===== src/common/matrix_alu_pkg.sv =====
package matrix_alu_pkg;

    localparam int ELEM_W    = 16;
    localparam int DIM       = 4;
    localparam int WORD_W    = 256;
    localparam int ADDR_W    = 16;
    localparam int REG_IDX_W = 12;  // low address bits that pick a register

    // top address nibble the ALU answers to
    localparam logic [3:0] BLOCK_SEL = 4'h4;

    localparam logic [REG_IDX_W-1:0] REG_SRC1   = 12'd0;
    localparam logic [REG_IDX_W-1:0] REG_SRC2   = 12'd1;
    localparam logic [REG_IDX_W-1:0] REG_RESULT = 12'd2;
    localparam logic [REG_IDX_W-1:0] REG_OPCODE = 12'd3;
    localparam logic [REG_IDX_W-1:0] REG_STATUS = 12'd4;  // done in bit 0

    typedef logic [ELEM_W-1:0] elem_t;
    typedef logic [7:0]        opcode_t;

    localparam opcode_t OP_MUL_4X4     = 8'h00;
    localparam opcode_t OP_MUL_4X2_2X4 = 8'h01;
    localparam opcode_t OP_MUL_2X4_4X2 = 8'h02;
    localparam opcode_t OP_ADD         = 8'h03;
    localparam opcode_t OP_SUB         = 8'h04;
    localparam opcode_t OP_TRANSPOSE   = 8'h05;
    localparam opcode_t OP_SCALE       = 8'h06;

    // one bus word seen either flat or as a 4x4 matrix
    // elem[r][c] sits at bits 16*(4r+c) upward
    typedef union packed {
        logic [WORD_W-1:0]             flat;
        elem_t [DIM-1:0][DIM-1:0]      elem;
    } matrix_word_u;

    typedef struct packed {
        matrix_word_u src1;
        matrix_word_u src2;
        opcode_t      opcode;
        logic         start;   // one cycle after an opcode write
    } operands_s;

endpackage


===== src/design/matrix_result_stage.sv =====
`timescale 1ns/100ps

module matrix_result_stage (
    input  logic                         clk,
    input  logic                         arst_n,
    input  matrix_alu_pkg::operands_s    operands,
    input  logic                         source_write,
    input  matrix_alu_pkg::matrix_word_u product,
    input  matrix_alu_pkg::matrix_word_u elementwise,
    output matrix_alu_pkg::matrix_word_u result,
    output logic                         done
);

    logic use_product;
    logic use_elementwise;

    // which unit owns the current opcode
    always_comb begin
        use_product     = 1'b0;
        use_elementwise = 1'b0;
        case (operands.opcode)
            matrix_alu_pkg::OP_MUL_4X4,
            matrix_alu_pkg::OP_MUL_4X2_2X4,
            matrix_alu_pkg::OP_MUL_2X4_4X2,
            matrix_alu_pkg::OP_SCALE:      use_product     = 1'b1;
            matrix_alu_pkg::OP_ADD,
            matrix_alu_pkg::OP_SUB,
            matrix_alu_pkg::OP_TRANSPOSE:  use_elementwise = 1'b1;
            default: ;
        endcase
    end

    always_ff @(posedge clk or negedge arst_n) begin
        if (!arst_n) begin
            result <= '0;
            done   <= 1'b0;
        end else if (operands.start) begin
            if (use_product) begin
                result <= product;
            end else if (use_elementwise) begin
                result <= elementwise;
            end
            done <= use_product || use_elementwise;  // unknown op keeps old result
        end else if (source_write) begin
            done <= 1'b0;  // new source data, result is stale
        end
    end

endmodule


===== config.mk =====
export PLATFORM = sky130hd
export DESIGN_NAME = matrix_result_stage
export DESIGN_NICKNAME = d
export VERILOG_FILES = /design/src/common/matrix_alu_pkg.sv /design/src/design/matrix_result_stage.sv
export SDC_FILE = /design/constraint.sdc
export NUM_CORES = 1
export LEC_CHECK = 0
export CELL_PAD_IN_SITES_DETAIL_PLACEMENT = 0
export CELL_PAD_IN_SITES_GLOBAL_PLACEMENT = 1
export CORE_AREA = 5 5 503 505
export CTS_CLUSTER_DIAMETER = 30
export DETAILED_ROUTE_END_ITERATION = 10
export DIE_AREA = 0 0 508 510
export DONT_BUFFER_PORTS = 1
export HOLD_SLACK_MARGIN = 0.06
export PLACE_DENSITY = 0.3
export SYNTH_ARGS = -nofsm -noshare
export SYNTH_HDL_FRONTEND = slang
export SYNTH_SLANG_ARGS = --single-unit

===== constraint.sdc =====
create_clock -name clk -period 1.3 [get_ports clk]
set_input_delay 0.13 -clock clk [delete_from_list [all_inputs] [get_ports clk]]
set_output_delay 0.13 -clock clk [all_outputs]
set_load 0.01 [all_outputs]

Word level (Yosys, flattened, before mapping)
Cells that the tools add are included.
{"block": "word_totals", "output_inout_bits": 257, "wordCells": 21, "reg_bits": 257}
{"block": "op_classes", "reduce_logical": 7, "n_mux": 6, "eq_ne": 6}
{"op": "2-to-1 mux 256 bit", "count": 2}
{"op": "== test 8 x 3 -> 1 bit (second input constant)", "count": 3}
{"op": "== test 8 x 2 -> 1 bit (second input constant)", "count": 2}
{"op": "== test 8 x 1 -> 1 bit (second input constant)", "count": 1}
{"op": "logical NOT 8 bit", "count": 1}
{"op": "2-to-1 mux 1 bit", "count": 4}
{"op": "nonzero test 2 bit", "count": 2}
{"op": "OR reduction 4 bit", "count": 1}
{"op": "OR reduction 3 bit", "count": 1}
{"op": "AND reduction 2 bit", "count": 1}
{"op": "logical OR 1 bit", "count": 1}

Depth between registers and ports, before layout
{"block": "depth", "depth_word": 5, "mapped_depth": 6, "depth_no_buf": 3}

Least setup slack after synthesis
No wires, ideal clock.
{"block": "synth_path", "path_kind": "in2reg", "from": "input port operands[2] (netlist name)", "to": "register result[0] (netlist name)", "required_time_ns": 1.175, "arrival_time_ns": 1.346, "path_slack_ns": -0.171, "path_buffers": 2, "cell_stages": 5, "cell_sequence": "mux2i_2 > buf_6 > buf_6 > mux2_2 > mux2_2"}
{"block": "synth_via", "elab_chain_len": 5, "word_cells_on_any_way": 14, "classes_between": "eq/ne: 6; mux: 3; reduce/logical: 5"}
{"element": "from (decl)", "line": "matrix_result_stage.sv:6", "rtl": "input matrix_alu_pkg::operands_s operands,"}
{"element": "== test 8 x 1 -> 1 bit, or another cell as far along", "line": "matrix_result_stage.sv:21", "rtl": "case (operands.opcode)"}
{"element": "OR reduction 4 bit / OR reduction 3 bit (equally long branches)", "line": "matrix_result_stage.sv:21"}
{"element": "2-to-1 mux 1 bit", "line": "matrix_result_stage.sv:21"}
{"element": "nonzero test 2 bit (no line)"}
{"element": "AND reduction 2 bit (no line)"}
{"element": "to (signal assigned)", "line": "matrix_result_stage.sv:39", "rtl": "result <= product;"}
{"element": "to (signal assigned)", "line": "matrix_result_stage.sv:41", "rtl": "result <= elementwise;"}
{"element": "to (decl)", "line": "matrix_result_stage.sv:10", "rtl": "output matrix_alu_pkg::matrix_word_u result,"}
Parallel ways exist; a longest one is shown, timed or not.
A chain may end at the register's enable or synchronous reset.

Worst setup path after layout
{"block": "layout_path", "from": "register result[6] (netlist name)", "to": "output port result[6] (netlist name)"}
No word-level cell between the ends.

==> impl_metrics.ini <==
[outcome]
status = finished, violations left
violations = negative hold slack, negative setup slack

[power_and_ir_drop]
p_seq_frac = 0.287
p_int_mw = 29.49
swShare = 0.2903
combPwrFrac = 0.169
peakVddDrop_mv = 1.076
leakage_nw = 9.959
powerDensity_nw_per_um2 = 1579
power_switching_mw = 12.07
pwr-share-clk = 0.544

[timing]
postLayoutSetupSlackWorst_ns = -0.1825
whs_ns = -0.8364
tns_ns = -4.331
slew_violations = 0
finalSetupViolCount = 76
hold_viol_final = 257
max_freq_ghz = 0.6745
rsz0062_at_grt = true
tightest_slew_ns = 0.6751
finClkSkew_ns = 0
slew_headroom = 0.5499
final.period_utilization = 1.140
period_needed_ns = 1.483

[grt]
grt_pass1_wl_um = 121800
grt_pass1_vias = 11890
grt_antenna_before_repair = 84
globalRouteTotalUtil = 0.07295
grt_overflow = 0
grt_max_degree = 258

[placed_design]
globalplace.congestion = 0.7301
dp_hpwl_um = 81900
dp_slack_ns = -0.9149
dpl_cell_area_um2 = 17410
portBuffers = 0

[route]
wl_per_cell_um = 20.10
via_per_inst = 2.123
dr_wl_met3_um = 16310
top_layer = met5
drtPass1Iterations = 4
wl_met2_um = 46350
drc = 0
drt-met1-wl_um = 33470
ant_nets = 0
wirelength_um = 99310
drt_iter0_drc = 287
vias = 10490

[floorplan]
io_pins = 1293
start_util = 0.05156
row_count = 183
die_w_um = 508
die_y_um = 510
core_um2 = 247700
die-area_um2 = 259100

[clock_network]
clkTransAtPathRegs_ns = 0.04
numCtsBuffers = 94
root_buffer = clkbuf_16
clock-sinks = 257
cts_max_level = 3
ctsHoldBuffers = 514
clockBufferDepth = 3
cts_tree = built
insertion_delay_ns = 0.70

[synthesis]
synth_cells = 832
syn_area_per_cell_um2 = 15.35
synth_nets = 1868
synth_area_um2 = 12770
seq_area_frac_synth = 0.5035
yosys_warnings = 0
synth_seq_cells = 257
synth_cell_type_count = 11

[cells_and_area]
drive_gt1_frac = 0.5317
nNetsFinal = 2548
area_delta_synth_final_pct = 106.0
stdcell_area_um2 = 26310
fin_util = 0.1062

[worst_setup_path]
path_buf_inv = 1
crit_path_end_kind = output port
worstPathRequired_ns = 1.17
max_stage_delay_ns = 0.47
critPathMaxFanout = 2
crit_arrival_ns = 1.35
crit_slowest_cell = dfrtp_2
critPathKind = reg -> out
crit_chain = buf_6
start_kind = register
path_delay_family = flip-flops

[worst_hold_path]
hold_path_class = in -> async

[job]
max_cap_viol_count = 0
## sequential cells by signal (all words and copies together) (netlist names)
name,flops
result,256
done,1
## per-layer routing
layer,vias to the layer above,track usage
met5,-,0
met4,16,0.02344
met3,208,0.05347
met2,826,0.1212
met1,4984,0.07096
li1,4457,-
## power by group through the flow
stage                     sequential (mW)  clock (mW)  combinational, mW
after global routing                 12.2        23.9               7.87
after floorplan                      11.4           0               2.61
final                                11.9        22.6               7.04
after detailed placement             11.9           0               5.41
after global placement               12.0           0               5.32
after CTS                            11.9        23.5               7.39
## cells by family (layout without fill, tap and decap cells)
family	after synthesis	count (layout)	synth area share
mux	513	513	0.4524
flops	257	257	0.5035
buf+inv	57	818	0.04153
simple gates	4	4	0.001959
compound gates	1	1	0.0005879
other cells	0	19	0
## synthesized netlist by cell type, drive strengths merged
library cell / instances / area, µm²
mux2i: 1 / 13.76
mux2: 512 / 5766
dfrtp: 257 / 6431
nor4: 1 / 6.260
nor2: 1 / 3.750
nand3: 1 / 5.000
buf: 57 / 530.5
and4b: 1 / 10.01
a21o: 1 / 7.510
## through the flow
stage / power, mW / instances
final: 41.56 / 4942
after detailed placement: 17.30 / 4210
after CTS: 42.87 / 4916
after global routing: 43.97 / 4931
after global placement: 17.28 / 4210
after floorplan: 13.99 / 832
## cell type report
type / count / area (µm²)
Fill cell: 28230 / 221400
Sequential cell: 257 / 6491
Antenna cell: 19 / 47.55
Tap cell: 3330 / 4167
Clock inverter: 42 / 518.0
Multi-Input combinational cell: 518 / 5858
Clock buffer: 135 / 2706
Timing Repair Buffer: 641 / 6526
## timing repair
item | in CTS | in global routing
pin swaps | 0 | 0
endpoints found under the setup margin | 429 | 264
gates resized for setup | 93 | 23
gates cloned | 0 | 1
endpoints found under the hold margin | 514 | 277
setup buffers | 15 | 6
## cell usage in the layout (no fill, tap or decap)
| cell | netlist | routed |
|---|---|---|
| dlygate4sd3_1 | 0 | 514 |
| mux2_2 | 512 | 506 |
| dfrtp_1 | 257 | 209 |
| clkbuf_16 | 0 | 95 |
| buf_6 | 30 | 62 |
| buf_4 | 23 | 49 |
| dfrtp_2 | 0 | 48 |
| clkinv_2 | 0 | 28 |
| clkbuf_1 | 0 | 21 |
| clkbuf_8 | 0 | 20 |
| diode_2 | 0 | 19 |
| buf_12 | 0 | 13 |
| bufinv_16 | 0 | 7 |
| mux2_4 | 0 | 6 |
| clkinv_16 | 0 | 5 |
| inv_6 | 0 | 2 |
| buf_8 | 0 | 2 |
| mux2i_4 | 0 | 1 |
| nor4_2 | 0 | 1 |
| nand3_2 | 0 | 1 |
| and4b_4 | 0 | 1 |
| nor2_1 | 1 | 1 |
| a21o_1 | 1 | 1 |
## path summary, 6_finish.rpt
path                        startpoint           to  slack, ns  cells past startpoint
max reg2reg                 result[65]   result[65]       0.29                      3
max                          result[6]    result[6]      -0.18                      1
min reg2reg                 result[73]   result[73]       0.53                      1
min in group clk           operands[4]    result[1]       0.08                      3
min                             arst_n  result[171]      -0.84                      0
max in group asynchronous       arst_n  result[100]       1.50                      0
Note: power is estimated with default switching activity, not from simulation.
