===== src/common/matrix_alu_pkg.sv =====
package matrix_alu_pkg;

    localparam int ELEM_W    = 16;
    localparam int DIM       = 4;
    localparam int WORD_W    = 256;
    localparam int ADDR_W    = 16;
    localparam int REG_IDX_W = 12;  // low address bits that pick a register

    // top address nibble the ALU answers to
    localparam logic [3:0] BLOCK_SEL = 4'h4;

    localparam logic [REG_IDX_W-1:0] REG_SRC1   = 12'd0;
    localparam logic [REG_IDX_W-1:0] REG_SRC2   = 12'd1;
    localparam logic [REG_IDX_W-1:0] REG_RESULT = 12'd2;
    localparam logic [REG_IDX_W-1:0] REG_OPCODE = 12'd3;
    localparam logic [REG_IDX_W-1:0] REG_STATUS = 12'd4;  // done in bit 0

    typedef logic [ELEM_W-1:0] elem_t;
    typedef logic [7:0]        opcode_t;

    localparam opcode_t OP_MUL_4X4     = 8'h00;
    localparam opcode_t OP_MUL_4X2_2X4 = 8'h01;
    localparam opcode_t OP_MUL_2X4_4X2 = 8'h02;
    localparam opcode_t OP_ADD         = 8'h03;
    localparam opcode_t OP_SUB         = 8'h04;
    localparam opcode_t OP_TRANSPOSE   = 8'h05;
    localparam opcode_t OP_SCALE       = 8'h06;

    // one bus word seen either flat or as a 4x4 matrix
    // elem[r][c] sits at bits 16*(4r+c) upward
    typedef union packed {
        logic [WORD_W-1:0]             flat;
        elem_t [DIM-1:0][DIM-1:0]      elem;
    } matrix_word_u;

    typedef struct packed {
        matrix_word_u src1;
        matrix_word_u src2;
        opcode_t      opcode;
        logic         start;   // one cycle after an opcode write
    } operands_s;

endpackage


===== src/design/matrix_elementwise_unit.sv =====
`timescale 1ns/100ps

module matrix_elementwise_unit (
    input  matrix_alu_pkg::operands_s    operands,
    output matrix_alu_pkg::matrix_word_u elementwise
);

    matrix_alu_pkg::matrix_word_u sum;
    matrix_alu_pkg::matrix_word_u diff;
    matrix_alu_pkg::matrix_word_u transposed;

    // per element, so no carry crosses into the neighbour
    always_comb begin
        for (int r = 0; r < matrix_alu_pkg::DIM; r++) begin
            for (int c = 0; c < matrix_alu_pkg::DIM; c++) begin
                sum.elem[r][c]        = operands.src1.elem[r][c] + operands.src2.elem[r][c];
                diff.elem[r][c]       = operands.src1.elem[r][c] - operands.src2.elem[r][c];
                transposed.elem[r][c] = operands.src1.elem[c][r];  // source 1 only
            end
        end
    end

    always_comb begin
        case (operands.opcode)
            matrix_alu_pkg::OP_ADD: begin
                elementwise = sum;
            end
            matrix_alu_pkg::OP_SUB: begin
                elementwise = diff;
            end
            matrix_alu_pkg::OP_TRANSPOSE: begin
                elementwise = transposed;
            end
            default: begin
                elementwise = '0;
            end
        endcase
    end

endmodule


===== config.mk =====
export PLATFORM = sky130hd
export DESIGN_NAME = matrix_elementwise_unit
export DESIGN_NICKNAME = d
export VERILOG_FILES = /design/src/common/matrix_alu_pkg.sv /design/src/design/matrix_elementwise_unit.sv
export SDC_FILE = /design/constraint.sdc
export NUM_CORES = 1
export LEC_CHECK = 0
export ABC_AREA = 0
export ABC_CLOCK_PERIOD_IN_PS = 6000
export BUFFER_PORTS_ARGS = -buffer_cell sky130_fd_sc_hd__buf_2
export CAP_MARGIN = 20
export CELL_PAD_IN_SITES_DETAIL_PLACEMENT = 1
export CELL_PAD_IN_SITES_GLOBAL_PLACEMENT = 2
export CORE_AREA = 2 2 299 301
export DETAILED_ROUTE_END_ITERATION = 7
export DIE_AREA = 0 0 301 303
export GPL_ROUTABILITY_DRIVEN = 1
export MAX_ROUTING_LAYER = met4
export PLACE_DENSITY_LB_ADDON = 0.1
export SLEW_MARGIN = 40
export SYNTH_ARGS = -nofsm -noshare
export SYNTH_HDL_FRONTEND = slang
export SYNTH_SLANG_ARGS = --single-unit

===== constraint.sdc =====
create_clock -name vclk -period 6
set_input_delay 0.3 -clock vclk [all_inputs]
set_output_delay 0.3 -clock vclk [all_outputs]
set_load 0.01 [all_outputs]

-- Yosys cells after proc, flatten, opt, wreduce, memory -nomap -nowiden
Index checks and enable logic that the tools add are counted.
- bits in registers: 0
- bits of input ports: 521
- $add $sub $neg: 32
- equal/unequal tests: 3
- multiplexer cells: 1
- operators with widths (kind ; number):
    256-bit one-hot mux with 3 select lines ; 1
    16-bit adder ; 16
    16-bit subtractor ; 16
    8-bit by 3-bit equality test with 1-bit output (second input constant) ; 2
    8-bit by 2-bit equality test with 1-bit output (second input constant) ; 1

-- Longest topological paths before layout
Gate-level depths: netlist of the first run.
- depth in word-level cells: 2
- mapped depth: 18
- depth with buffers taken out: 17

-- Worst setup path before layout of the first run
OpenSTA, ideal clock, no wires.
- path type: input -> output
- from: input port operands[6] (netlist bit)
- to: output port elementwise[142] (netlist bit)
- data arrival time: 4.091 ns
- path slack: 1.609 ns
- stages: 18
- buffers on the path: 3
- cell sequence: nor3_1 -> and4b_1 -> nor2b_1 -> buf_2 -> buf_1 -> buf_1 -> nor2_1 -> xnor2_1 -> ha_1 -> a21o_1 -> a21oi_1 -> o21ai_0 -> o41ai_1 -> o21ai_0 -> o41ai_1 -> o21bai_1 -> xnor2_1 -> o21ai_0
- RTL lines (item ; RTL line ; text):
    start: declaration ; matrix_elementwise_unit.sv:4 ; input matrix_alu_pkg::operands_s operands,
    end: declaration ; matrix_elementwise_unit.sv:5 ; output matrix_alu_pkg::matrix_word_u elementwise

==> run metrics, run 1 <==
run status completed; Routed Antenna Nets 0; Post-Route WL 101000 microns; maximum clock rate 191 MHz; post-DR vias/cell 4.84; Unique masters post-synth 62; Worst EP arrival 4.92 ns; RSZ-0062 raised after global routing no; setup ws final a little under 0.8 ns; CP max FO 27; worst-margin pin slew 0.742 ns; Final Power 1.87 mW; Worst VDD drop 0.0253 mV; Critical Path End Type primary output; GRT Total Usage 0.213; Placer Congestion 0.906; dpl cell area between 20000 and 25000 sq um; Yosys Warn Count 0; setup TNS 0 ns; Setup Viol. Count Final 0; Reg area 0 sq um; CP top delay family compound AO/OA/AOI/OAI gates; WL per Instance 21.6 microns; CP max stage cell buf_4; placement-stage worst setup slack around 0.73 ns; post-CTS setup buffers 0; grt total ovfl 0; worst min-delay path class input pin to primary output; sequential share of the synthesized area 0; Post-CTS Resized 0; Max Cap Viol 0; via count 22513; crit-path max cell delay around 0.46 ns; I/O Buffers 776; crit path cell chain buf_2, nor3_1, and4b_1, nor2b_4, buf_4, buf_4, nor2_1, xnor2_1, ha_1, a21o_1, a21oi_1, o21a_1, a311oi_1, nor3_1, o41ai_1, xnor2_1, a22o_1, buf_2; Die Width about 300 microns; Slew Viols, Final 0; Finished Cell Area 22900 sq um; synthesis-to-layout area growth 30.5%; largest net degree at the start of global routing 78; startpoint types input pin; Mapped Cells 2729; Rows 109; Seq Cell Count 0; Min Hold Slack approximately 0.90 ns; # clk buffers 0; critical path type input pin to primary output; starting density of the core 0.200; synthesized area 17600 sq um; post-synth net total 3522; cell area power density 81.7 nW/um^2; global-route wire length before repair 145000 microns; Final Hold Fails 0; number of global-route vias before repair around 23000; Tcrit/Tclk final 0.871; Die Y just over 300 microns; NumNets Final 4231; slew margin rel. 0.504; Static Leak about 11 nW; syn_area_per_cell 6.44 sq um; worst path bufs/invs 4; fin crit period 5.22 ns; area of the die approximately 91000 sq um; cts hold-fix bufs 0; Ports 777; Critical Path RT 5.70 ns; Iter 0 DRT Violations between 800 and 900; dpl hpwl 88200 microns; initial antenna violation count 54; layout cells sized above 1 0.240; core area between 80000 and 90000 sq um; DRT Pass-1 Iters 4; DRC 0
==> stage by stage <==
stage / instances / utilization
floorplan: 2729 / -
global placement: 4601 / 0.259
detailed placement: 4601 / 0.259
CTS: 4601 / 0.259
global route: 4645 / 0.261
finish: 4648 / 0.261
==> per-layer routing <==
| metal | up-vias | track usage | wire length [microns] |
|---|---|---|---|
| met5 | - | - | 0 |
| met4 | 0 | 0.0370 | 1550 |
| met3 | 60 | 0.0382 | 5260 |
| met2 | 517 | 0.387 | 51400 |
| met1 | 10749 | 0.244 | 42300 |
| li1 | 11187 | - | - |
==> Yosys cell counts (7+ instances only) <==
cell type  count  area (sq um)
nand2b_1      44           275
a21o_1        48           360
or3_1         33           206
xor2_1       177          1550
ha_1         256          3200
nand3_1       61           305
nor2b_1       25           156
o311ai_0       9          78.8
nor2_1       271          1020
a211oi_1       7          52.6
a22o_1        31           272
a32o_1        16           160
a31oi_1       34           213
and2_1        10          62.6
and3_1        14          87.6
nand2_1      334          1250
a21boi_0       7          52.6
nor3b_1        7          52.6
fa_1          16           320
xnor2_1      246          2150
inv_1        145           544
or2_2         11          68.8
clkbuf_1      81           304
o21bai_1      19           143
o21ai_0      294          1470
nor3_1        94           470
o31ai_1       47           353
o41ai_1       18           158
o21a_1        26           195
a211o_1        8          70.1
a21oi_1      241          1210
nor4_1        25           156
==> cell usage in the layout (no fill, tap or decap), types with 48 or more instances in the layout <==
cell type	count
o21ai_0	293
xor2_1	177
a21oi_1	241
xnor2_1	246
nor2_1	271
nand2_1	334
ha_1	256
buf_2	776
inv_1	145
a21o_1	48
nor3_1	93
nand3_1	60
==> worst paths after layout <==
check / startpoint / depth (start not counted) / slack (ns) / endpoint
hold / removal: operands[434] / 4 / 0.90 / elementwise[169]
setup / recovery: operands[6] / 18 / 0.78 / elementwise[207]
==> layout make-up <==
class              instances  area (sq um)
multi-input cells       2498         16800
diodes                    47           118
fillers                11333         65000
well taps               1165          1460
inverters                145           544
repair buffers           793          4060
==> kinds of logic after synthesis <==
family	count (synthesis)	share of synthesized area
buf+inv	231	0.0494
mux	2	0.00114
simple gates	948	0.242
fa+ha+maj	272	0.200
xor+xnor	423	0.211
compound gates	853	0.296
==> where the power goes <==
group	internal, mW	switching (mW)	total [mW]	leakage, nW
Clock	0.00000105	0	0.00000105	0.000298
Combinational	0.807	1.07	1.87	11.2
Sequential	0	0	0	0
Total	0.807	1.07	1.87	11.2
No activity file was read; power rests on OpenSTA's default activity.
==> inputs of run 2 (changes only) <==
==> constraint.sdc (replaced) <==
create_clock -name vclk -period 6
set_input_delay 0 -clock vclk [all_inputs]
set_output_delay 0 -clock vclk [all_outputs]
set_load 0.01 [all_outputs]
==> run 2 against run 1 <==
Against the previous run:
- global-route usage about the same
- utilization about the same
- critical path depth unchanged
- combinational power about the same
- via count down 0.31%
- sequential cell count unchanged
- worst setup slack better by 0.48 ns
- first-iteration DRC count up 7.5%
- hold slack worse by 0.59 ns
- sequential share of layout area unchanged
- routed wire length down 0.54%
==> run metrics, run 2 (same netlist as run 1, synthesis figures left out) <==
run status completed; largest net degree at the start of global routing 134; Sw Share 0.571; dpl hpwl 87300 microns; commonest non-fill, non-tap cell in the layout buf_2; Clk network pwr share 0; Filler Cells Inserted 11359; startpoint types input pin; Ports 777; Reg power frac 0; post-CTS setup buffers 0; synthesis-to-layout area growth 30.6%; Die Width 301 microns; Int Pwr 0.804 mW; Final Power 1.87 mW; DRT Pass-1 Iters 5; Static Leak 11.2 nW; layout cells sized above 1 0.240; maximum clock rate 211 MHz; Routed Antenna Nets 0; core area 88000 sq um; Max Cap Viol 0; Die Y 303 microns; Post-Route WL 100000 microns; setup TNS 0 ns; Slew Viols, Final 0; Worst VDD drop about 0.026 mV; Post-CTS Resized 0; cell area power density just over 80 nW/um^2; fin util 0.261; Setup Viol. Count Final 0; post-DR vias/cell a little under 5; Finished Cell Area around 23000 sq um; Seq Cell Count 0; Reg area 0 sq um; NumNets Final 4229; dpl cell area 22800 sq um; I/O Buffers slightly below 800; cts hold-fix bufs 0; Critical Path RT 6.00 ns; initial antenna violation count 65; starting density of the core 0.200; critical path type input pin to primary output; Placer Congestion 0.913; DRC 0; GRT Total Usage 0.213; WL per Instance 21.5 microns; fin crit period about 4.7 ns; slew margin rel. 0.510; Iter 0 DRT Violations 920; worst min-delay path class input pin to primary output; via count ~22000; RSZ-0062 raised after global routing no; worst-margin pin slew 0.728 ns; number of global-route vias before repair between 20000 and 25000; area of the die 91200 sq um; P_sw 1.07 mW; Tcrit/Tclk final 0.790; Final Hold Fails 0; Gate power share 1.000; Critical Path End Type primary output; # clk buffers 0; CP max FO 63; Worst EP arrival 4.74 ns; grt total ovfl 0; Rows 109; most frequent cells in the layout 776 x buf_2, 334 x nand2_1, 293 x o21ai_0; global-route wire length before repair 145000 microns
-- run 2: worst max-delay path, cell delays in order --
cell and delay (ns):
buf_2 0.12, nor3_1 0.43, and4b_1 0.36, nor2b_4 0.38, buf_12 0.38, nor2_1 0.11, xnor2_1 0.14, ha_1 0.33
a21o_1 0.19, a21oi_1 0.24, o21ai_0 0.15, o41ai_1 0.58, o21ai_0 0.32, o41ai_1 0.37, o21bai_1 0.13, xnor2_1 0.22
o21ai_0 0.10, buf_2 0.17
-- run 2: routing by layer --
metal / track usage / routed length [microns] / vias up
met5: - / 0 / -
met4: 0.0476 / 1680 / 0
met3: 0.0462 / 6050 / 60
met2: 0.381 / 50800 / 492
met1: 0.241 / 41500 / 10710
li1: - / - / 11182
-- run 2: area by class of cell --
| cell class | instances | area, sq um | area share |
|---|---|---|---|
| antenna | 61 | 153 | 0.00664 |
| inverter | 145 | 544 | 0.0237 |
| multi-input combinational | 2498 | 16800 | 0.730 |
| tap | 1165 | 1460 | 0.0634 |
| timing repair buffer | 791 | 4050 | 0.176 |
-- run 2: worst paths after layout --
path	end	depth (start not counted)	from	slack [ns]
hold / removal	elementwise[96]	4	operands[409]	0.31
setup / recovery	elementwise[142]	18	operands[6]	1.26
-- run 2: stage by stage --
step	worst slack, ns	instances	hold WS, ns
3_3_place_gp	1.24	4599	0.303
2_1_floorplan	2.21	2729	0.123
6_report	1.26	4660	0.310
5_1_grt	0.819	4654	0.348
4_1_cts	1.17	4599	0.314
3_5_place_dp	1.18	4599	0.311
-- run 2: power by group through the flow --
stage / logic (mW) / clock network, mW / registers [mW]
after floorplan: 1.21 / 0 / 0
after global placement: 1.84 / 0 / 0
after detailed placement: 1.88 / 0 / 0
final: 1.87 / 0.00000134 / 0
after CTS: 1.89 / 0 / 0
after global routing: 2.10 / 0.00000120 / 0
