**config.mk**
```make
export PLATFORM = sky130hd
export DESIGN_NAME = matrix_regs
export DESIGN_NICKNAME = d
export VERILOG_FILES = /design/src/common/matrix_alu_pkg.sv /design/src/design/matrix_regs.sv
export SDC_FILE = /design/constraint.sdc
export NUM_CORES = 1
export LEC_CHECK = 0
export ABC_AREA = 1
export BUFFER_PORTS_ARGS = -buffer_cell sky130_fd_sc_hd__buf_2
export CAP_MARGIN = 15
export CORE_AREA = 5 5 508 510
export DETAILED_ROUTE_END_ITERATION = 8
export DIE_AREA = 0 0 513 515
export GPL_TIMING_DRIVEN = 0
export HOLD_SLACK_MARGIN = 0.06
export PLACE_DENSITY_LB_ADDON = 0.12
export SLEW_MARGIN = 20
export SYNTH_ARGS = -nofsm -noshare
export SYNTH_HDL_FRONTEND = slang
export SYNTH_SLANG_ARGS = --single-unit
```
**constraint.sdc**
```tcl
create_clock -name clk -period 2.4 [get_ports clk]
set_input_delay 0.36 -clock clk [delete_from_list [all_inputs] [get_ports clk]]
set_output_delay 0.36 -clock clk [all_outputs]
set_load 0.01 [all_outputs]
```
**src/common/matrix_alu_pkg.sv**
```systemverilog
package matrix_alu_pkg;

    localparam int ELEM_W    = 16;
    localparam int DIM       = 4;
    localparam int WORD_W    = 256;
    localparam int ADDR_W    = 16;
    localparam int REG_IDX_W = 12;  // low address bits that pick a register

    // top address nibble the ALU answers to
    localparam logic [3:0] BLOCK_SEL = 4'h4;

    localparam logic [REG_IDX_W-1:0] REG_SRC1   = 12'd0;
    localparam logic [REG_IDX_W-1:0] REG_SRC2   = 12'd1;
    localparam logic [REG_IDX_W-1:0] REG_RESULT = 12'd2;
    localparam logic [REG_IDX_W-1:0] REG_OPCODE = 12'd3;
    localparam logic [REG_IDX_W-1:0] REG_STATUS = 12'd4;  // done in bit 0

    typedef logic [ELEM_W-1:0] elem_t;
    typedef logic [7:0]        opcode_t;

    localparam opcode_t OP_MUL_4X4     = 8'h00;
    localparam opcode_t OP_MUL_4X2_2X4 = 8'h01;
    localparam opcode_t OP_MUL_2X4_4X2 = 8'h02;
    localparam opcode_t OP_ADD         = 8'h03;
    localparam opcode_t OP_SUB         = 8'h04;
    localparam opcode_t OP_TRANSPOSE   = 8'h05;
    localparam opcode_t OP_SCALE       = 8'h06;

    // one bus word seen either flat or as a 4x4 matrix
    // elem[r][c] sits at bits 16*(4r+c) upward
    typedef union packed {
        logic [WORD_W-1:0]             flat;
        elem_t [DIM-1:0][DIM-1:0]      elem;
    } matrix_word_u;

    typedef struct packed {
        matrix_word_u src1;
        matrix_word_u src2;
        opcode_t      opcode;
        logic         start;   // one cycle after an opcode write
    } operands_s;

endpackage

```
**src/design/matrix_regs.sv**
```systemverilog
`timescale 1ns/100ps

module matrix_regs (
    input  logic                              clk,
    input  logic                              arst_n,
    input  logic [matrix_alu_pkg::ADDR_W-1:0] address,
    input  logic                              read_n,
    input  logic                              write_n,
    input  logic [matrix_alu_pkg::WORD_W-1:0] write_data,
    input  matrix_alu_pkg::matrix_word_u      result,
    input  logic                              done,
    output matrix_alu_pkg::operands_s         operands,
    output logic                              source_write,
    output logic [matrix_alu_pkg::WORD_W-1:0] read_data
);

    logic                                 selected;
    logic [matrix_alu_pkg::REG_IDX_W-1:0] reg_idx;
    logic                                 wr_sel;
    logic                                 rd_sel;

    // block select on the top nibble, register index below it
    assign selected = (address[matrix_alu_pkg::ADDR_W-1 -: 4] == matrix_alu_pkg::BLOCK_SEL);
    assign reg_idx  = address[matrix_alu_pkg::REG_IDX_W-1:0];
    assign wr_sel   = selected && !write_n;
    assign rd_sel   = selected && !read_n;

    // source and opcode registers, start and write pulses
    always_ff @(posedge clk or negedge arst_n) begin
        if (!arst_n) begin
            operands     <= '0;
            source_write <= 1'b0;
        end else begin
            operands.start <= 1'b0;
            source_write   <= wr_sel;  // lets the result stage drop done
            if (wr_sel) begin
                case (reg_idx)
                    matrix_alu_pkg::REG_SRC1: begin
                        operands.src1.flat <= write_data;
                    end
                    matrix_alu_pkg::REG_SRC2: begin
                        operands.src2.flat <= write_data;
                    end
                    matrix_alu_pkg::REG_OPCODE: begin
                        operands.opcode <= write_data[$bits(matrix_alu_pkg::opcode_t)-1:0];
                        operands.start  <= 1'b1;
                    end
                    default: ;  // result and status are read only
                endcase
            end
        end
    end

    // combinational readback, zero when not addressed
    always_comb begin
        read_data = '0;
        if (rd_sel) begin
            case (reg_idx)
                matrix_alu_pkg::REG_SRC1: begin
                    read_data = operands.src1.flat;
                end
                matrix_alu_pkg::REG_SRC2: begin
                    read_data = operands.src2.flat;
                end
                matrix_alu_pkg::REG_RESULT: begin
                    read_data = result.flat;
                end
                matrix_alu_pkg::REG_OPCODE: begin
                    read_data[$bits(matrix_alu_pkg::opcode_t)-1:0] = operands.opcode;
                end
                matrix_alu_pkg::REG_STATUS: begin
                    read_data[0] = done;
                end
                default: begin
                    read_data = '0;
                end
            endcase
        end
    end

endmodule

```
== After elaboration in Yosys (flattened, before gate mapping) ==
Index checks and enable logic that the tools add are counted.

* Flip-flop bits (word level): 522
* Latch bits: 0
* Bits in writable memories: 0
* Bits in read-only memories: 0
* Bits of input ports: 533
* Output and inout port bits: 778
* Word-level logic and storage cells: 24
* Memories: 0

* $add $sub $neg: 0
* $mul: 0
* Divide/modulo/power cells: 0
* Order comparisons: 0
* Equal/unequal tests: 5
* Shift-type cells: 0
* Multiplexer cells: 6
* Bitwise gates (word level): 0
* Reduce and logical (&&, ||, !) cells: 8

{| class="wikitable"
|+ Operators by type and width
! cell !! number
|-
| one-hot mux 248 bit (3 select lines) || 1
|-
| 2-to-1 mux 256 bit || 1
|-
| one-hot mux 7 bit (4 select lines) || 1
|-
| == test 12 x 2 -> 1 bit, second input constant || 2
|-
| == test 12 x 1 -> 1 bit, second input constant || 1
|-
| == test 12 x 3 -> 1 bit, second input constant || 1
|-
| zero test 12 bit || 1
|-
| AND reduction 2 bit || 3
|-
| one-hot mux 1 bit (5 select lines) || 1
|-
| == test 4 x 3 -> 1 bit, second input constant || 1
|-
| logical AND 1 bit || 2
|-
| zero test 1 bit || 2
|-
| 2-to-1 mux 1 bit || 2
|}

== Depth between registers and ports, before layout ==
* Word-level depth: 3
* Mapped depth: 10
* Gate-level depth less buffers: 7

== Least setup slack after synthesis ==
Ideal clock, no wire load.

* Kind: in2out
* Start point: in address[11] (netlist name)
* End point: out read_data[129] (netlist name)
* Arrival: 1.541 ns
* Required time: 2.040 ns
* Path slack: 0.499 ns
* Stages: 10
* Buffers on the path: 3
* Cells stage by stage: nor2_1 -> nand2_1 -> nor2_4 -> buf_4 -> buf_4 -> buf_2 -> nand3_1 -> nand2_1 -> nor2_1 -> nor2_1

* Word-level cells in the longest chain between the ends: 3
* Elaborated cells on any way between the ends: 5
* Classes of those cells: 2 x eq/ne; 2 x mux; 1 x reduce/logical

{| class="wikitable"
|+ Ends and longest elaborated chain
! item !! RTL line !! source
|-
| from (decl) || matrix_regs.sv:6 || <nowiki>input logic [matrix_alu_pkg::ADDR_W-1:0] address,</nowiki>
|-
| == test 12 x 2 -> 1 bit, or another cell as far along || matrix_regs.sv:58 || <nowiki>case (reg_idx)</nowiki>
|-
| one-hot mux 248 bit (3 select lines) (*) || matrix_regs.sv:58 ||
|-
| 2-to-1 mux 256 bit (*) || matrix_regs.sv:57 || <nowiki>if (rd_sel) begin</nowiki>
|-
| to (decl) || matrix_regs.sv:14 || <nowiki>output logic [matrix_alu_pkg::WORD_W-1:0] read_data</nowiki>
|}

Mark *: on every way between the ends. The rest lies on a longest branch, timed or not.

== Final worst setup path ==
* Start point: in address[10] (netlist name)
* End point: out read_data[129] (netlist name)

Same word-level chain as after synthesis.

==> impl_metrics.csv <==
group,metric,value,unit
sta,period_share,107.3,%
final_layout,synthToLayoutAreaGrowth,87.17,%
grt,grt_pass1_vias,35464,
floorplanning,start_util,10.89,%
worst_setup_path,path_max_fanout,9,
final_layout,fillers,28879,
outcome,violations,"negative setup slack",
clock_network,htree_num_levels,3,
route,vias,35059,
grt,grt_usage,18.74,%
route,wl_per_cell,28.54,µm
grt,antenna_found_initial,114,
worst_setup_path,end_kind,"output port",
power_and_ir_drop,swShare,26.76,%
power_and_ir_drop,p_seq_share,38.6,%
yosys,syn-cell-area,0.02756,mm²
route,vias_per_cell,3.824,
clock_network,cts_root_buf,"clkbuf_16",
yosys,ys_seq_elements,522,
sta,setup_ws,-0.1755,ns
power_and_ir_drop,powerDensity,442.5,mW/mm²
power_and_ir_drop,ir_drop,0.0004161,V
clock_network,cts_tree,"yes",
sta,whs,0.1790,ns
yosys,synthCells,3934,
place,portBuffers,1310,
yosys,synth_top_area_cell,"dfrtp_1",
route,drt_iter0_drc,2373,
sta,min_period,2.576,ns
route,wl_met1,106500,µm
floorplanning,die_h,515,µm
power_and_ir_drop,power.leakage,0.02481,µW
final_layout,multi_input_area,0.01377,mm²
route,highest_layer,"met5",
final_layout,final_area,0.05158,mm²
clock_network,clock_sinks,522,
worst_setup_path,cp-start-kind,"primary input",
grt,grt_first_pass_wirelength,338900,µm
clock_network,clock_latency,0.69,ns
yosys,avgSynthCellArea,7.004,µm²
floorplanning,rows,185,
power_and_ir_drop,power.switching,6106,µW
worst_setup_path,crit_type,"primary input to output port",
power_and_ir_drop,intPower,16720,µW
sta,finalSetupViolCount,204,
floorplanning,die_area,0.2642,mm²
flow_run,cap_violations,0,
clock_network,cts.clk_slew.worst_paths,0.06,ns
final_layout,layout.area.seq,0.01306,mm²
worst_setup_path,arrival,2.22,ns
worst_setup_path,cp_slowest_cell,"clkbuf_16",
yosys,synth_area_leaders,"dfrtp_1 (47%), nand2_1 (11%), nor2_1 (10%), nand3_1 (9.6%), o21ai_0 (8.8%)",
route,wl,261700,µm
yosys,synth_fp_nets,4467,
sta,grt_setup_unrepaired,"yes",
worst_setup_path,critPathMaxStageDelay,0.27,ns
yosys,yosys.area.top_type_share,47.40,%
power_and_ir_drop,share_comb_of_total_power,8.2,%
place,gp_congestion,0.8891,
route,drc,0,
outcome,status,"finished, violations left",
yosys,synth_cell_type_count,18,
worst_hold_path,hp-class,"primary input to async pin",
place,dpl_cell_area,0.03853,mm²
route,wl_met2,127300,µm
power_and_ir_drop,clkPwrFrac,53.2,%
worst_setup_path,required,2.04,ns
sta,slew_viol_final,0,
final_layout,drive_gt1_share,38.77,%
worst_setup_path,worstPathCellList,"buf_6 -> nor2_4 -> nand2_2 -> nor2_4 -> buf_12 -> buf_12 -> nand2_8 -> nand3_4 -> nand2_8 -> buf_16 -> clkbuf_16 -> nor2_2 -> buf_2",
route,wl_met3,19250,µm
grt,gr-total-overflow,0,
yosys,yosys_warnings,0,
clock_network,numCtsBuffers,75,
floorplanning,core-area,0.2530,mm²
place,dp_hpwl,202900,µm
clock_network,cts_max_path_buffers,3,
final_layout,fin_nets,6240,
sta,fmaxAchievable,388.3,MHz
floorplanning,io_pins,1311,
floorplanning,die_width,513,µm
sta,worstMarginPinSlew,0.9434,ns
sta,hold_violations,0,
route,drt-pass1-iter-count,5,
yosys,yosysSeqAreaShare,47.40,%
route,postRouteAntennaNets,0,
grt,grt_max_degree,84,
sta,relSlewSlack,37.11,%
sta,fin_skew,0,ns
## stage by stage
step,instances,setup TNS [ns],power [µW],setup slack (ns),util [%]
2_1_floorplan,3934,0,9188,0.4992,-
3_3_place_gp,8610,-6980.67,10200,-12.21,15.15
3_5_place_dp,8617,-598.68,10230,-1.558,15.23
4_1_cts,9088,-21.87,23350,-0.1678,18.96
5_1_grt,9140,-24.44,23750,-0.1838,20.36
6_report,9168,-11.37,22820,-0.1755,20.39
## path summary, 6_finish.rpt
kind / cells after the start / endpoint / start / slack (ns)
setup reg to reg: 2 / operands[187] / operands[187] / 1.55
hold reg to reg: 2 / operands[278] / operands[278] / 0.51
max in group asynchronous: 5 / operands[410] / arst_n / 0.28
setup / recovery: 13 / read_data[129] / address[10] / -0.18
hold / removal: 2 / operands[299] / arst_n / 0.18
min in group clk: 3 / operands[21] / write_data[12] / 0.24
## final cells by class
class / instances / area share [%]
Inverter: 506 / 3.683
Tap cell: 3366 / 8.166
Buffer: 281 / 6.247
Sequential cell: 522 / 25.33
Clock inverter: 28 / 0.8394
Multi-Input combinational cell: 2623 / 26.70
Clock buffer: 107 / 4.241
Antenna cell: 37 / 0.1795
Timing Repair Buffer: 1698 / 24.62
## cells by family after synthesis
family                 Yosys count  share of synthesized area [%]
flip-flops                     522                          47.40
AND/OR/NAND/NOR               2103                          31.19
buffers and inverters          789                          11.96
AO/OA/AOI/OAI                  520                          9.445
## critical path: cells and delay by family
kind,cells,cell delay (ns)
and+or+nand+nor,7,0.67
buffers and inverters,6,1.02
## cell usage after synthesis (all sizes together)
cell type / instances
nand2: 796
nor2: 773
nand3: 531
dfrtp: 522
o21ai: 520
inv: 506
buf: 199
clkbuf: 84
and2: 1
nand3b: 1
nor3: 1
## per-layer routing
| layer | track usage, % | vias to the layer above |
|---|---|---|
| li1 | - | 15922 |
| met1 | 22.72 | 17190 |
| met2 | 32.94 | 1549 |
| met3 | 4.843 | 336 |
| met4 | 4.707 | 62 |
| met5 | 0 | - |
## cells in the final DEF (no fill, tap or decap), types with 3 or more instances in the layout
cell / count
nand3_2: 73
buf_2: 1194
inv_16: 3
buf_4: 42
nand3_1: 428
clkbuf_2: 6
o21ai_1: 36
inv_6: 3
o21ai_0: 484
nor2_4: 169
nor2_2: 115
dfrtp_1: 522
clkbuf_4: 7
clkbuf_8: 19
inv_1: 506
buf_6: 207
bufinv_16: 6
nand2_2: 50
buf_12: 82
nand2_8: 4
buf_8: 33
clkinvlp_4: 3
nand2_1: 727
buf_16: 49
nor2_1: 489
clkbuf_1: 79
clkinv_16: 3
dlygate4sd3_1: 257
diode_2: 37
clkbuf_16: 110
nand2_4: 15
nand3_4: 30
clkinv_2: 9
## power groups by stage
| stage | logic [µW] | clock network (µW) | registers [µW] |
|---|---|---|---|
| after CTS | 1880 | 12700 | 8810 |
| after global routing | 2040 | 12900 | 8810 |
| after floorplan | 216 | 0 | 8970 |
| final | 1880 | 12100 | 8810 |
| after detailed placement | 1260 | 0 | 8970 |
| after global placement | 1230 | 0 | 8980 |
## flip-flops by register name, indices dropped and copies added (netlist names)
name	cells
source_write	1
operands	521
## timing repair
action                                  4_1_cts  5_1_grt
gates resized for setup                     798      673
endpoints found under the setup margin      287      319
buffers inserted                             56       21
hold buffers                                257        0
pin swaps                                    73      219
cloned                                       24       28
endpoints found under the hold margin       582        0
No activity file was read; power rests on OpenSTA's default activity.
